### config.mk
export PLATFORM = sky130hd
export DESIGN_NAME = desCore
export DESIGN_NICKNAME = d
export VERILOG_FILES = /design/src/common/desCtrlPkg.sv /design/src/common/desTablesPkg.sv /design/src/round/desSbox.sv /design/src/round/desRoundFunction.sv /design/src/key/desKeySchedule.sv /design/src/logic/desDataPath.sv /design/src/logic/desControl.sv /design/src/logic/desCore.sv
export SDC_FILE = /design/constraint.sdc
export NUM_CORES = 1
export LEC_CHECK = 0
export ABC_AREA = 1
export BUFFER_PORTS_ARGS = -buffer_cell sky130_fd_sc_hd__buf_2
export CORE_ASPECT_RATIO = 1.75
export CORE_MARGIN = 2
export CORE_UTILIZATION = 23
export DETAILED_ROUTE_END_ITERATION = 10
export SLEW_MARGIN = 20
export SYNTH_ARGS = -nofsm -noshare
export SYNTH_HDL_FRONTEND = slang
export SYNTH_HIERARCHICAL = 1
export SYNTH_SLANG_ARGS = --single-unit
### constraint.sdc
create_clock -name clk -period 7.8 [get_ports clk]
set_clock_uncertainty 0.05 [all_clocks]
set_input_delay 1.56 -clock clk [delete_from_list [all_inputs] [get_ports clk]]
set_output_delay 1.56 -clock clk [all_outputs]
set_load 0.005 [all_outputs]
### src/common/desCtrlPkg.sv
package desCtrlPkg;

   localparam int BlockW = 64;
   localparam int HalfW = 32; // one Feistel half
   localparam int KeyW = 64; // includes parity bits
   localparam int SubkeyW = 48;
   localparam int NumRounds = 16;
   localparam int RoundIdxW = 4;

   localparam int CdW = 56; // key bits after PC-1
   localparam int HalfCdW = 28; // width of C and of D

   // controller states
   typedef enum logic [2:0]
   {
      Idle, // waiting for req
      Load, // IP and PC-1 on the next edge
      Round, // sixteen Feistel rounds
      Finish, // final permutation into result
      Done // ack handshake
   } ctrlState;

endpackage

### src/common/desTablesPkg.sv
package desTablesPkg;

   // standard DES tables, 1-based bit numbers counted from the msb
   localparam int ipTable [64] = '{
      58, 50, 42, 34, 26, 18, 10, 2, 60, 52, 44, 36, 28, 20, 12, 4,
      62, 54, 46, 38, 30, 22, 14, 6, 64, 56, 48, 40, 32, 24, 16, 8,
      57, 49, 41, 33, 25, 17, 9, 1, 59, 51, 43, 35, 27, 19, 11, 3,
      61, 53, 45, 37, 29, 21, 13, 5, 63, 55, 47, 39, 31, 23, 15, 7};

   localparam int fpTable [64] = '{ // inverse of ipTable
      40, 8, 48, 16, 56, 24, 64, 32, 39, 7, 47, 15, 55, 23, 63, 31,
      38, 6, 46, 14, 54, 22, 62, 30, 37, 5, 45, 13, 53, 21, 61, 29,
      36, 4, 44, 12, 52, 20, 60, 28, 35, 3, 43, 11, 51, 19, 59, 27,
      34, 2, 42, 10, 50, 18, 58, 26, 33, 1, 41, 9, 49, 17, 57, 25};

   localparam int eTable [48] = '{ // 32 -> 48 expansion
      32, 1, 2, 3, 4, 5, 4, 5, 6, 7, 8, 9,
      8, 9, 10, 11, 12, 13, 12, 13, 14, 15, 16, 17,
      16, 17, 18, 19, 20, 21, 20, 21, 22, 23, 24, 25,
      24, 25, 26, 27, 28, 29, 28, 29, 30, 31, 32, 1};

   localparam int pTable [32] = '{
      16, 7, 20, 21, 29, 12, 28, 17, 1, 15, 23, 26, 5, 18, 31, 10,
      2, 8, 24, 14, 32, 27, 3, 9, 19, 13, 30, 6, 22, 11, 4, 25};

   localparam int pc1Table [56] = '{ // parity bits dropped
      57, 49, 41, 33, 25, 17, 9, 1, 58, 50, 42, 34, 26, 18,
      10, 2, 59, 51, 43, 35, 27, 19, 11, 3, 60, 52, 44, 36,
      63, 55, 47, 39, 31, 23, 15, 7, 62, 54, 46, 38, 30, 22,
      14, 6, 61, 53, 45, 37, 29, 21, 13, 5, 28, 20, 12, 4};

   localparam int pc2Table [48] = '{
      14, 17, 11, 24, 1, 5, 3, 28, 15, 6, 21, 10,
      23, 19, 12, 4, 26, 8, 16, 7, 27, 20, 13, 2,
      41, 52, 31, 37, 47, 55, 30, 40, 51, 45, 33, 48,
      44, 49, 39, 56, 34, 53, 46, 42, 50, 36, 29, 32};

   localparam int shiftTable [16] = '{1, 1, 2, 2, 2, 2, 2, 2, 1, 2, 2, 2, 2, 2, 2, 1};

   // S1..S8, each entry indexed by {row, column}
   localparam logic [3:0] sboxTable [8][64] = '{
      '{14, 4, 13, 1, 2, 15, 11, 8, 3, 10, 6, 12, 5, 9, 0, 7,
        0, 15, 7, 4, 14, 2, 13, 1, 10, 6, 12, 11, 9, 5, 3, 8,
        4, 1, 14, 8, 13, 6, 2, 11, 15, 12, 9, 7, 3, 10, 5, 0,
        15, 12, 8, 2, 4, 9, 1, 7, 5, 11, 3, 14, 10, 0, 6, 13},
      '{15, 1, 8, 14, 6, 11, 3, 4, 9, 7, 2, 13, 12, 0, 5, 10,
        3, 13, 4, 7, 15, 2, 8, 14, 12, 0, 1, 10, 6, 9, 11, 5,
        0, 14, 7, 11, 10, 4, 13, 1, 5, 8, 12, 6, 9, 3, 2, 15,
        13, 8, 10, 1, 3, 15, 4, 2, 11, 6, 7, 12, 0, 5, 14, 9},
      '{10, 0, 9, 14, 6, 3, 15, 5, 1, 13, 12, 7, 11, 4, 2, 8,
        13, 7, 0, 9, 3, 4, 6, 10, 2, 8, 5, 14, 12, 11, 15, 1,
        13, 6, 4, 9, 8, 15, 3, 0, 11, 1, 2, 12, 5, 10, 14, 7,
        1, 10, 13, 0, 6, 9, 8, 7, 4, 15, 14, 3, 11, 5, 2, 12},
      '{7, 13, 14, 3, 0, 6, 9, 10, 1, 2, 8, 5, 11, 12, 4, 15,
        13, 8, 11, 5, 6, 15, 0, 3, 4, 7, 2, 12, 1, 10, 14, 9,
        10, 6, 9, 0, 12, 11, 7, 13, 15, 1, 3, 14, 5, 2, 8, 4,
        3, 15, 0, 6, 10, 1, 13, 8, 9, 4, 5, 11, 12, 7, 2, 14},
      '{2, 12, 4, 1, 7, 10, 11, 6, 8, 5, 3, 15, 13, 0, 14, 9,
        14, 11, 2, 12, 4, 7, 13, 1, 5, 0, 15, 10, 3, 9, 8, 6,
        4, 2, 1, 11, 10, 13, 7, 8, 15, 9, 12, 5, 6, 3, 0, 14,
        11, 8, 12, 7, 1, 14, 2, 13, 6, 15, 0, 9, 10, 4, 5, 3},
      '{12, 1, 10, 15, 9, 2, 6, 8, 0, 13, 3, 4, 14, 7, 5, 11,
        10, 15, 4, 2, 7, 12, 9, 5, 6, 1, 13, 14, 0, 11, 3, 8,
        9, 14, 15, 5, 2, 8, 12, 3, 7, 0, 4, 10, 1, 13, 11, 6,
        4, 3, 2, 12, 9, 5, 15, 10, 11, 14, 1, 7, 6, 0, 8, 13},
      '{4, 11, 2, 14, 15, 0, 8, 13, 3, 12, 9, 7, 5, 10, 6, 1,
        13, 0, 11, 7, 4, 9, 1, 10, 14, 3, 5, 12, 2, 15, 8, 6,
        1, 4, 11, 13, 12, 3, 7, 14, 10, 15, 6, 8, 0, 5, 9, 2,
        6, 11, 13, 8, 1, 4, 10, 7, 9, 5, 0, 15, 14, 2, 3, 12},
      '{13, 2, 8, 4, 6, 15, 11, 1, 10, 9, 3, 14, 5, 0, 12, 7,
        1, 15, 13, 8, 10, 3, 7, 4, 12, 5, 6, 11, 0, 14, 9, 2,
        7, 11, 4, 1, 9, 12, 14, 2, 0, 6, 10, 13, 15, 3, 5, 8,
        2, 1, 14, 7, 4, 10, 8, 13, 15, 12, 9, 0, 3, 5, 6, 11}};

endpackage

### src/round/desSbox.sv
module desSbox #(
   parameter int boxIdx = 0
) (
   input logic [5:0] sIn,
   output logic [3:0] sOut
);

   import desTablesPkg::*;

   logic [1:0] row;
   logic [3:0] col;

   // the box number picks one of the eight tables at elaboration time
   if (boxIdx < 0 || boxIdx > 7)
   begin : gBadIdx
      $error("desSbox: boxIdx %0d out of range", boxIdx);
   end

   assign row = {sIn[5], sIn[0]}; // outer bits
   assign col = sIn[4:1]; // middle bits

   always_comb
   begin
      sOut = sboxTable[boxIdx][{row, col}];
   end

endmodule

### src/round/desRoundFunction.sv
module desRoundFunction (
   input logic [desCtrlPkg::HalfW-1:0] rightHalf,
   input logic [desCtrlPkg::SubkeyW-1:0] subkey,
   output logic [desCtrlPkg::HalfW-1:0] fOut
);

   import desCtrlPkg::*;
   import desTablesPkg::*;

   localparam int NumBoxes = 8;

   logic [SubkeyW-1:0] expanded;
   logic [SubkeyW-1:0] mixed;
   logic [HalfW-1:0] sCat;

   // E expansion with DES bit 1 at the msb
   always_comb
   begin
      for (int i = 0; i < SubkeyW; i++)
      begin
         expanded[SubkeyW-1-i] = rightHalf[HalfW - eTable[i]];
      end
   end

   assign mixed = expanded ^ subkey; // subkey mix

   // S1 takes the top six bits and S8 the bottom six
   for (genvar k = 0; k < NumBoxes; k++)
   begin : gBox
      desSbox #(
         .boxIdx(k)
      ) uSbox (
         .sIn(mixed[SubkeyW-1-6*k -: 6]),
         .sOut(sCat[HalfW-1-4*k -: 4])
      );
   end

   // P permutation of the concatenated box outputs
   always_comb
   begin
      for (int i = 0; i < HalfW; i++)
      begin
         fOut[HalfW-1-i] = sCat[HalfW - pTable[i]];
      end
   end

endmodule

### src/key/desKeySchedule.sv
module desKeySchedule (
   input logic clk,
   input logic rstN,
   input logic load,
   input logic step,
   input logic decrypt,
   input logic [desCtrlPkg::RoundIdxW-1:0] roundIdx,
   input logic [desCtrlPkg::KeyW-1:0] key,
   output logic [desCtrlPkg::SubkeyW-1:0] subkey
);

   import desCtrlPkg::*;
   import desTablesPkg::*;

   logic [CdW-1:0] pc1Out;
   logic [CdW-1:0] cdCur;
   logic [HalfCdW-1:0] cReg, dReg;
   logic [HalfCdW-1:0] cCur, dCur;
   logic [RoundIdxW-1:0] decIdx;
   logic decryptQ;
   int encShift;
   int decShift;

   function automatic logic [HalfCdW-1:0] rotL(input logic [HalfCdW-1:0] x, input int n);
      return (x << n) | (x >> (HalfCdW - n));
   endfunction

   function automatic logic [HalfCdW-1:0] rotR(input logic [HalfCdW-1:0] x, input int n);
      return (x >> n) | (x << (HalfCdW - n));
   endfunction

   always_comb
   begin
      for (int i = 0; i < CdW; i++)
      begin
         pc1Out[CdW-1-i] = key[KeyW - pc1Table[i]];
      end
   end

   // C16 equals C0, so decrypt round 0 needs no rotation
   assign decIdx = '0 - roundIdx; // 16 - roundIdx, mod 16
   assign encShift = shiftTable[roundIdx];
   assign decShift = (roundIdx == '0) ? 0 : shiftTable[decIdx];

   assign cCur = decryptQ ? rotR(cReg, decShift) : rotL(cReg, encShift);
   assign dCur = decryptQ ? rotR(dReg, decShift) : rotL(dReg, encShift);
   assign cdCur = {cCur, dCur};

   always_comb
   begin
      for (int i = 0; i < SubkeyW; i++)
      begin
         subkey[SubkeyW-1-i] = cdCur[CdW - pc2Table[i]];
      end
   end

   always_ff @(posedge clk)
   begin
      if (!rstN)
         decryptQ <= 1'b0;
      else if (load)
         decryptQ <= decrypt; // mode held for the whole block
   end

   always_ff @(posedge clk)
   begin
      if (load)
      begin
         cReg <= pc1Out[CdW-1:HalfCdW];
         dReg <= pc1Out[HalfCdW-1:0];
      end
      else if (step)
      begin
         cReg <= cCur; // keep the rotation used this round
         dReg <= dCur;
      end
   end

endmodule

### src/logic/desDataPath.sv
module desDataPath (
   input logic clk,
   input logic rstN,
   input logic load,
   input logic step,
   input logic finish,
   input logic [desCtrlPkg::BlockW-1:0] block,
   input logic [desCtrlPkg::HalfW-1:0] fOut,
   output logic [desCtrlPkg::HalfW-1:0] rightHalf,
   output logic [desCtrlPkg::BlockW-1:0] result
);

   import desCtrlPkg::*;
   import desTablesPkg::*;

   logic [BlockW-1:0] ipOut;
   logic [BlockW-1:0] fpIn;
   logic [BlockW-1:0] fpOut;
   logic [HalfW-1:0] lReg, rReg;

   // initial permutation of the incoming block
   always_comb
   begin
      for (int i = 0; i < BlockW; i++)
      begin
         ipOut[BlockW-1-i] = block[BlockW - ipTable[i]];
      end
   end

   assign fpIn = {rReg, lReg}; // halves swapped after round 16

   always_comb
   begin
      for (int i = 0; i < BlockW; i++)
      begin
         fpOut[BlockW-1-i] = fpIn[BlockW - fpTable[i]];
      end
   end

   always_ff @(posedge clk)
   begin
      if (load)
      begin
         lReg <= ipOut[BlockW-1:HalfW];
         rReg <= ipOut[HalfW-1:0];
      end
      else if (step)
      begin
         lReg <= rReg;
         rReg <= lReg ^ fOut; // Feistel update
      end
   end

   always_ff @(posedge clk)
   begin
      if (!rstN)
         result <= '0;
      else if (finish)
         result <= fpOut; // held until the next finish
   end

   assign rightHalf = rReg;

endmodule

### src/logic/desControl.sv
module desControl (
   input logic clk,
   input logic rstN,
   input logic req,
   output logic ack,
   output logic load,
   output logic step,
   output logic finish,
   output logic [desCtrlPkg::RoundIdxW-1:0] roundIdx
);

   import desCtrlPkg::*;

   ctrlState state;
   logic ackQ;
   logic [RoundIdxW-1:0] roundCnt;

   // ack rises 19 edges after req is first sampled high
   always_ff @(posedge clk)
   begin
      if (!rstN)
      begin
         state <= Idle;
         ackQ <= 1'b0;
         roundCnt <= '0;
      end
      else
      begin
         case (state)
            Idle:
            begin
               if (req)
                  state <= Load;
            end
            Load:
            begin
               roundCnt <= '0;
               state <= Round;
            end
            Round:
            begin
               roundCnt <= roundCnt + 1'b1; // wraps to zero after round 15
               if (roundCnt == RoundIdxW'(NumRounds - 1))
                  state <= Finish;
            end
            Finish:
               state <= Done;
            Done:
            begin
               if (!ackQ)
                  ackQ <= 1'b1;
               else if (!req)
               begin
                  ackQ <= 1'b0; // fourth phase of the handshake
                  state <= Idle;
               end
            end
            default:
               state <= Idle;
         endcase
      end
   end

   // strobes decoded straight from the state
   assign load = (state == Load);
   assign step = (state == Round);
   assign finish = (state == Finish);
   assign roundIdx = roundCnt;
   assign ack = ackQ;

endmodule

### src/logic/desCore.sv
module desCore (
   input logic clk,
   input logic rstN,
   input logic req,
   output logic ack,
   input logic decrypt,
   input logic [desCtrlPkg::BlockW-1:0] block,
   input logic [desCtrlPkg::KeyW-1:0] key,
   output logic [desCtrlPkg::BlockW-1:0] result
);

   import desCtrlPkg::*;

   logic load;
   logic step;
   logic finish;
   logic [RoundIdxW-1:0] roundIdx;
   logic [SubkeyW-1:0] subkey;
   logic [HalfW-1:0] rightHalf;
   logic [HalfW-1:0] fOut;

   desControl uControl (
      .clk(clk),
      .rstN(rstN),
      .req(req),
      .ack(ack),
      .load(load),
      .step(step),
      .finish(finish),
      .roundIdx(roundIdx)
   );

   desKeySchedule uKeySchedule (
      .clk(clk),
      .rstN(rstN),
      .load(load),
      .step(step),
      .decrypt(decrypt),
      .roundIdx(roundIdx),
      .key(key),
      .subkey(subkey)
   );

   desRoundFunction uRoundFunction (
      .rightHalf(rightHalf),
      .subkey(subkey),
      .fOut(fOut)
   );

   desDataPath uDataPath (
      .clk(clk),
      .rstN(rstN),
      .load(load),
      .step(step),
      .finish(finish),
      .block(block),
      .fOut(fOut),
      .rightHalf(rightHalf),
      .result(result)
   );

endmodule

==> run_results.csv <==
group,metric,value,unit
outcome,outcome,"finished, final reports clean",
critical_path,crit-reg2reg-launch,"uControl/roundIdx[0]$_SDFFE_PN0P_",
sta,slew_violations,0,
final_layout,final_nets,3043,
critical_path,critPathMostFrequentCell,"sky130_fd_sc_hd__nand2_1",
global_routing,wire_length_of_the_first_global_routing_pass,97800,µm
clock_tree,cts_tree,"done",
global_routing,globalRoute.totalOverflow,0,
pwr,pwr_total,0.00744,W
pwr,power.static_leakage,9.71,nW
routing,route.final.wire_length,64000,µm
critical_path,timing.rr.end,"uDataPath/rightHalf[3]$_DFFE_PP_",
placed_design,placedCellCount,3760,
sta,timing.final.setup_violations,0,
clock_tree,clk_pin_slew_worst_paths,0.08,ns
synthesis,synth_warnings,6,
synthesis,synth_nets,2952,
floorplanning,rows,132,
critical_path,timing.critical_path.slowest_cell_delay,0.75,ns
sta,worst_slew_pin_slew,1.04,ns
global_routing,grt_max_degree,70,
floorplanning,floorplan.initialDensity,23.1,%
sta,fmax,0.190,GHz
synthesis,synth-edff-count,120,
floorplanning,height_of_the_die,364,µm
clock_tree,clk_latency,0.49,ns
routing,post-route-drc-count,0,
final_layout,post-route-util,25.8,%
final_layout,share_of_layout_cells_above_drive_strength_1,11.0,%
sta,worst_slew_margin_rel,30.2,%
routing,avgRoutedWirePerCell,16.9,µm
clock_tree,h_tree_level_count,4,
placed_design,hpwlAfterDp,48400,µm
critical_path,worstRegToRegCells,28,
final_layout,final_cells,3793,
critical_path,crit_start,"uControl/roundIdx[0]$_SDFFE_PN0P_",
critical_path,slowest_stage,"sky130_fd_sc_hd__nand2_2",
critical_path,worstPathArrival,5.46,ns
sta,period_share,67.4,%
critical_path,rrSetupSlack,2.54,ns
routing,dr_total_vias,17900,
clock_tree,tritoncts_sinks,193,
sta,final_critical_path_required_period,5.26,ns
flow_run,cap_violations,0,
clock_tree,cts_resized,0,
global_routing,grt_antenna_before_repair,5,
critical_path,end_point_of_the_critical_path,"uDataPath/rightHalf[3]$_DFFE_PP_",
routing,drt_iter0_markers,1241,
synthesis,portion_of_synthesized_cell_area_occupied_by_the_leading_cell_type,24.4,%
critical_path,critical_path_peak_fanout,57,
clock_tree,max-clock-path-buffers,2,
clock_tree,ctsRootBufferMaster,"sky130_fd_sc_hd__clkbuf_16",
clock_tree,number_of_buffers_created_by_cts,17,
synthesis,ys.flop_type,"sky130_fd_sc_hd__edfxtp_1",
floorplanning,floorplan.die_area,0.0764,mm²
synthesis,synthesis.area,0.0170,mm²
pwr,power.ir.vdd_worst,0.196,mV
worst_hold_path,timing.hold.worst_path_depth,2,
global_routing,grt_use_total,16.6,%
critical_path,cp.required,8.00,ns
clock_tree,cts_hold_buffers,0,
worst_hold_path,holdCritPathClass,"flip-flop to flip-flop",
placed_design,gp_congestion,0.928,
sta,rsz0062_at_grt,"false",
pwr,power_per_cell_area,392,mW/mm²
routing,first_pass_iters,5,
final_layout,num-fill-cells,8387,
sta,hold_viol,0,
sta,finalHoldWorstSlack,0.432,ns
synthesis,syn-mean-instance-area,6.20,µm²
sta,setup-tns-final,0,ns
placed_design,port-buffer-count,188,
critical_path,worstSetupPathType,"flip-flop to flip-flop",
worst_hold_path,worstHoldStart,"uControl/ack$_SDFFE_PN0P_",
floorplanning,pin_count,197,
clock_tree,cts.repair_timing.setup_buffer_count,0,
critical_path,end_kind,"flip-flop",
critical_path,timing.critical_path.from_type,"flip-flop",
synthesis,netlist_instances,2750,
floorplanning,core_area,0.0737,mm²
synthesis,ys_top_cells_by_area,"sky130_fd_sc_hd__nand2_1, sky130_fd_sc_hd__edfxtp_1, sky130_fd_sc_hd__nand3_1",
synthesis,asyncSetResetFlopFracSynth,0,%
synthesis,postSynthRegisterBits,193,
routing,ant_nets,0,
floorplanning,die_w,210,µm
synthesis,post-synth-top-area-cell,"sky130_fd_sc_hd__nand2_1",
final_layout,syn2layout_area_growth,11.4,%
routing,viasPerCell,4.73,
synthesis,synth.lib_cells_used.distinct,43,
global_routing,first_global_vias,16800,
synthesis,synth-seq-area-share,29.7,%
-- report_power, final --
part | switching, W | internal, W | total, W
Combinational | 0.00331 | 0.00147 | 0.00479
Sequential | 0.000302 | 0.00145 | 0.00175
Clock | 0.000479 | 0.000423 | 0.000902
-- cells by family after synthesis --
family / count (synthesis) / share of synthesized area, %
flip-flops: 193 / 29.7
AO/OA/AOI/OAI: 329 / 11.4
adder cells (fa/ha/maj): 70 / 5.14
buffers and inverters: 459 / 12.5
AND/OR/NAND/NOR: 1699 / 41.3
-- cell type report --
class	count	area, µm²	area share (%)
Antenna cell	1	2.50	0.0132
Inverter	326	1240	6.55
Clock inverter	15	146	0.771
Sequential cell	193	5060	26.7
Timing Repair Buffer	205	1080	5.69
Tap cell	938	1170	6.18
Clock buffer	17	425	2.24
Multi-Input combinational cell	2098	9860	51.9
-- per-layer routing --
metal / part of all wire (%) / up-vias / wire length [µm] / track usage, %
li1: - / 8987 / - / -
met1: 41 / 8261 / 26500 / 19.6
met3: 5.4 / 100 / 3430 / 2.44
met2: 49 / 570 / 31300 / 29.6
met4: 4.2 / 10 / 2690 / 7.86
met5: 0.097 / - / 62 / 0
-- stage by stage --
stage / setup slack [ns] / area [µm²]
3_5_place_dp: 2.63 / 18400
6_report: 2.54 / 19000
3_3_place_gp: 2.63 / 18400
2_1_floorplan: 3.66 / 17000
5_1_grt: 2.04 / 19000
4_1_cts: 2.59 / 19000
-- cell usage in the layout, fill, tap and decap left out, types with 2 or more instances in the layout --
cell type                       n
sky130_fd_sc_hd__o21ai_0      111
sky130_fd_sc_hd__inv_8          4
sky130_fd_sc_hd__nand4_1        6
sky130_fd_sc_hd__clkinv_8       2
sky130_fd_sc_hd__a21boi_1       2
sky130_fd_sc_hd__inv_6          4
sky130_fd_sc_hd__or2_2          2
sky130_fd_sc_hd__dfxtp_1       73
sky130_fd_sc_hd__o2111ai_1     12
sky130_fd_sc_hd__inv_1        295
sky130_fd_sc_hd__buf_4         16
sky130_fd_sc_hd__o21bai_1      12
sky130_fd_sc_hd__o221ai_1      25
sky130_fd_sc_hd__clkinv_4       3
sky130_fd_sc_hd__o211ai_1      27
sky130_fd_sc_hd__buf_2        188
sky130_fd_sc_hd__clkinvlp_4     3
sky130_fd_sc_hd__nand2_4        5
sky130_fd_sc_hd__o22ai_1       13
sky130_fd_sc_hd__o21ai_2        3
sky130_fd_sc_hd__clkbuf_16     17
sky130_fd_sc_hd__nand2_2       20
sky130_fd_sc_hd__nand3_1      333
sky130_fd_sc_hd__inv_2         26
sky130_fd_sc_hd__o21ai_1       84
sky130_fd_sc_hd__edfxtp_1     120
sky130_fd_sc_hd__and2_1        18
sky130_fd_sc_hd__nor2_1       189
sky130_fd_sc_hd__nand3_2       10
sky130_fd_sc_hd__a31oi_1        6
sky130_fd_sc_hd__a21oi_1       31
sky130_fd_sc_hd__ha_1          70
sky130_fd_sc_hd__inv_4          3
sky130_fd_sc_hd__nor2_2         3
sky130_fd_sc_hd__nand2_1     1108
-- sequential cells by signal, indices dropped and copies added (netlist names) --
name,cells
uKeySchedule/dReg,28
uKeySchedule/decryptQ,1
uDataPath/lReg,32
uDataPath/result,64
uDataPath/rightHalf,32
uKeySchedule/cReg,28
uControl/ack,1
uControl/state,3
uControl/roundIdx,4
-- worst max-delay path, delay by kind of cell, from the launching register on --
family | cells | cell delay [ns]
simple gates | 17 | 2.39
buf+inv | 6 | 1.05
fa+ha+maj | 2 | 0.62
compound gates | 3 | 0.34
flops | 1 | 0.49
-- synth_stat cells, types with 3 or more instances --
cell,number
sky130_fd_sc_hd__edfxtp_1,120
sky130_fd_sc_hd__o211ai_1,27
sky130_fd_sc_hd__buf_4,18
sky130_fd_sc_hd__o21ai_0,111
sky130_fd_sc_hd__nand3_1,333
sky130_fd_sc_hd__ha_1,70
sky130_fd_sc_hd__o21ai_2,3
sky130_fd_sc_hd__dfxtp_1,73
sky130_fd_sc_hd__nand3_2,10
sky130_fd_sc_hd__a21oi_1,31
sky130_fd_sc_hd__buf_6,31
sky130_fd_sc_hd__or2_2,3
sky130_fd_sc_hd__inv_2,24
sky130_fd_sc_hd__nor2_1,189
sky130_fd_sc_hd__buf_1,7
sky130_fd_sc_hd__clkbuf_1,28
sky130_fd_sc_hd__o21bai_1,12
sky130_fd_sc_hd__and2_1,18
sky130_fd_sc_hd__nand2_2,20
sky130_fd_sc_hd__nand2_1,1108
sky130_fd_sc_hd__buf_2,47
sky130_fd_sc_hd__nor2_2,3
sky130_fd_sc_hd__o22ai_1,13
sky130_fd_sc_hd__inv_1,298
sky130_fd_sc_hd__a31oi_1,6
sky130_fd_sc_hd__o221ai_1,25
sky130_fd_sc_hd__o2111ai_1,12
sky130_fd_sc_hd__nand4_1,6
sky130_fd_sc_hd__o21ai_1,84
sky130_fd_sc_hd__nand2_4,5
-- worst min-delay path by stage --
stage	to
after floorplan	uControl/ack$_SDFFE_PN0P_
after global placement	uDataPath/result[34]$_SDFFE_PN0P_
after detailed placement	uDataPath/result[3]$_SDFFE_PN0P_
after CTS	uControl/ack$_SDFFE_PN0P_
after global routing	uDataPath/result[15]$_SDFFE_PN0P_
final	uControl/ack$_SDFFE_PN0P_
Note: power is estimated with default switching activity, not from simulation.
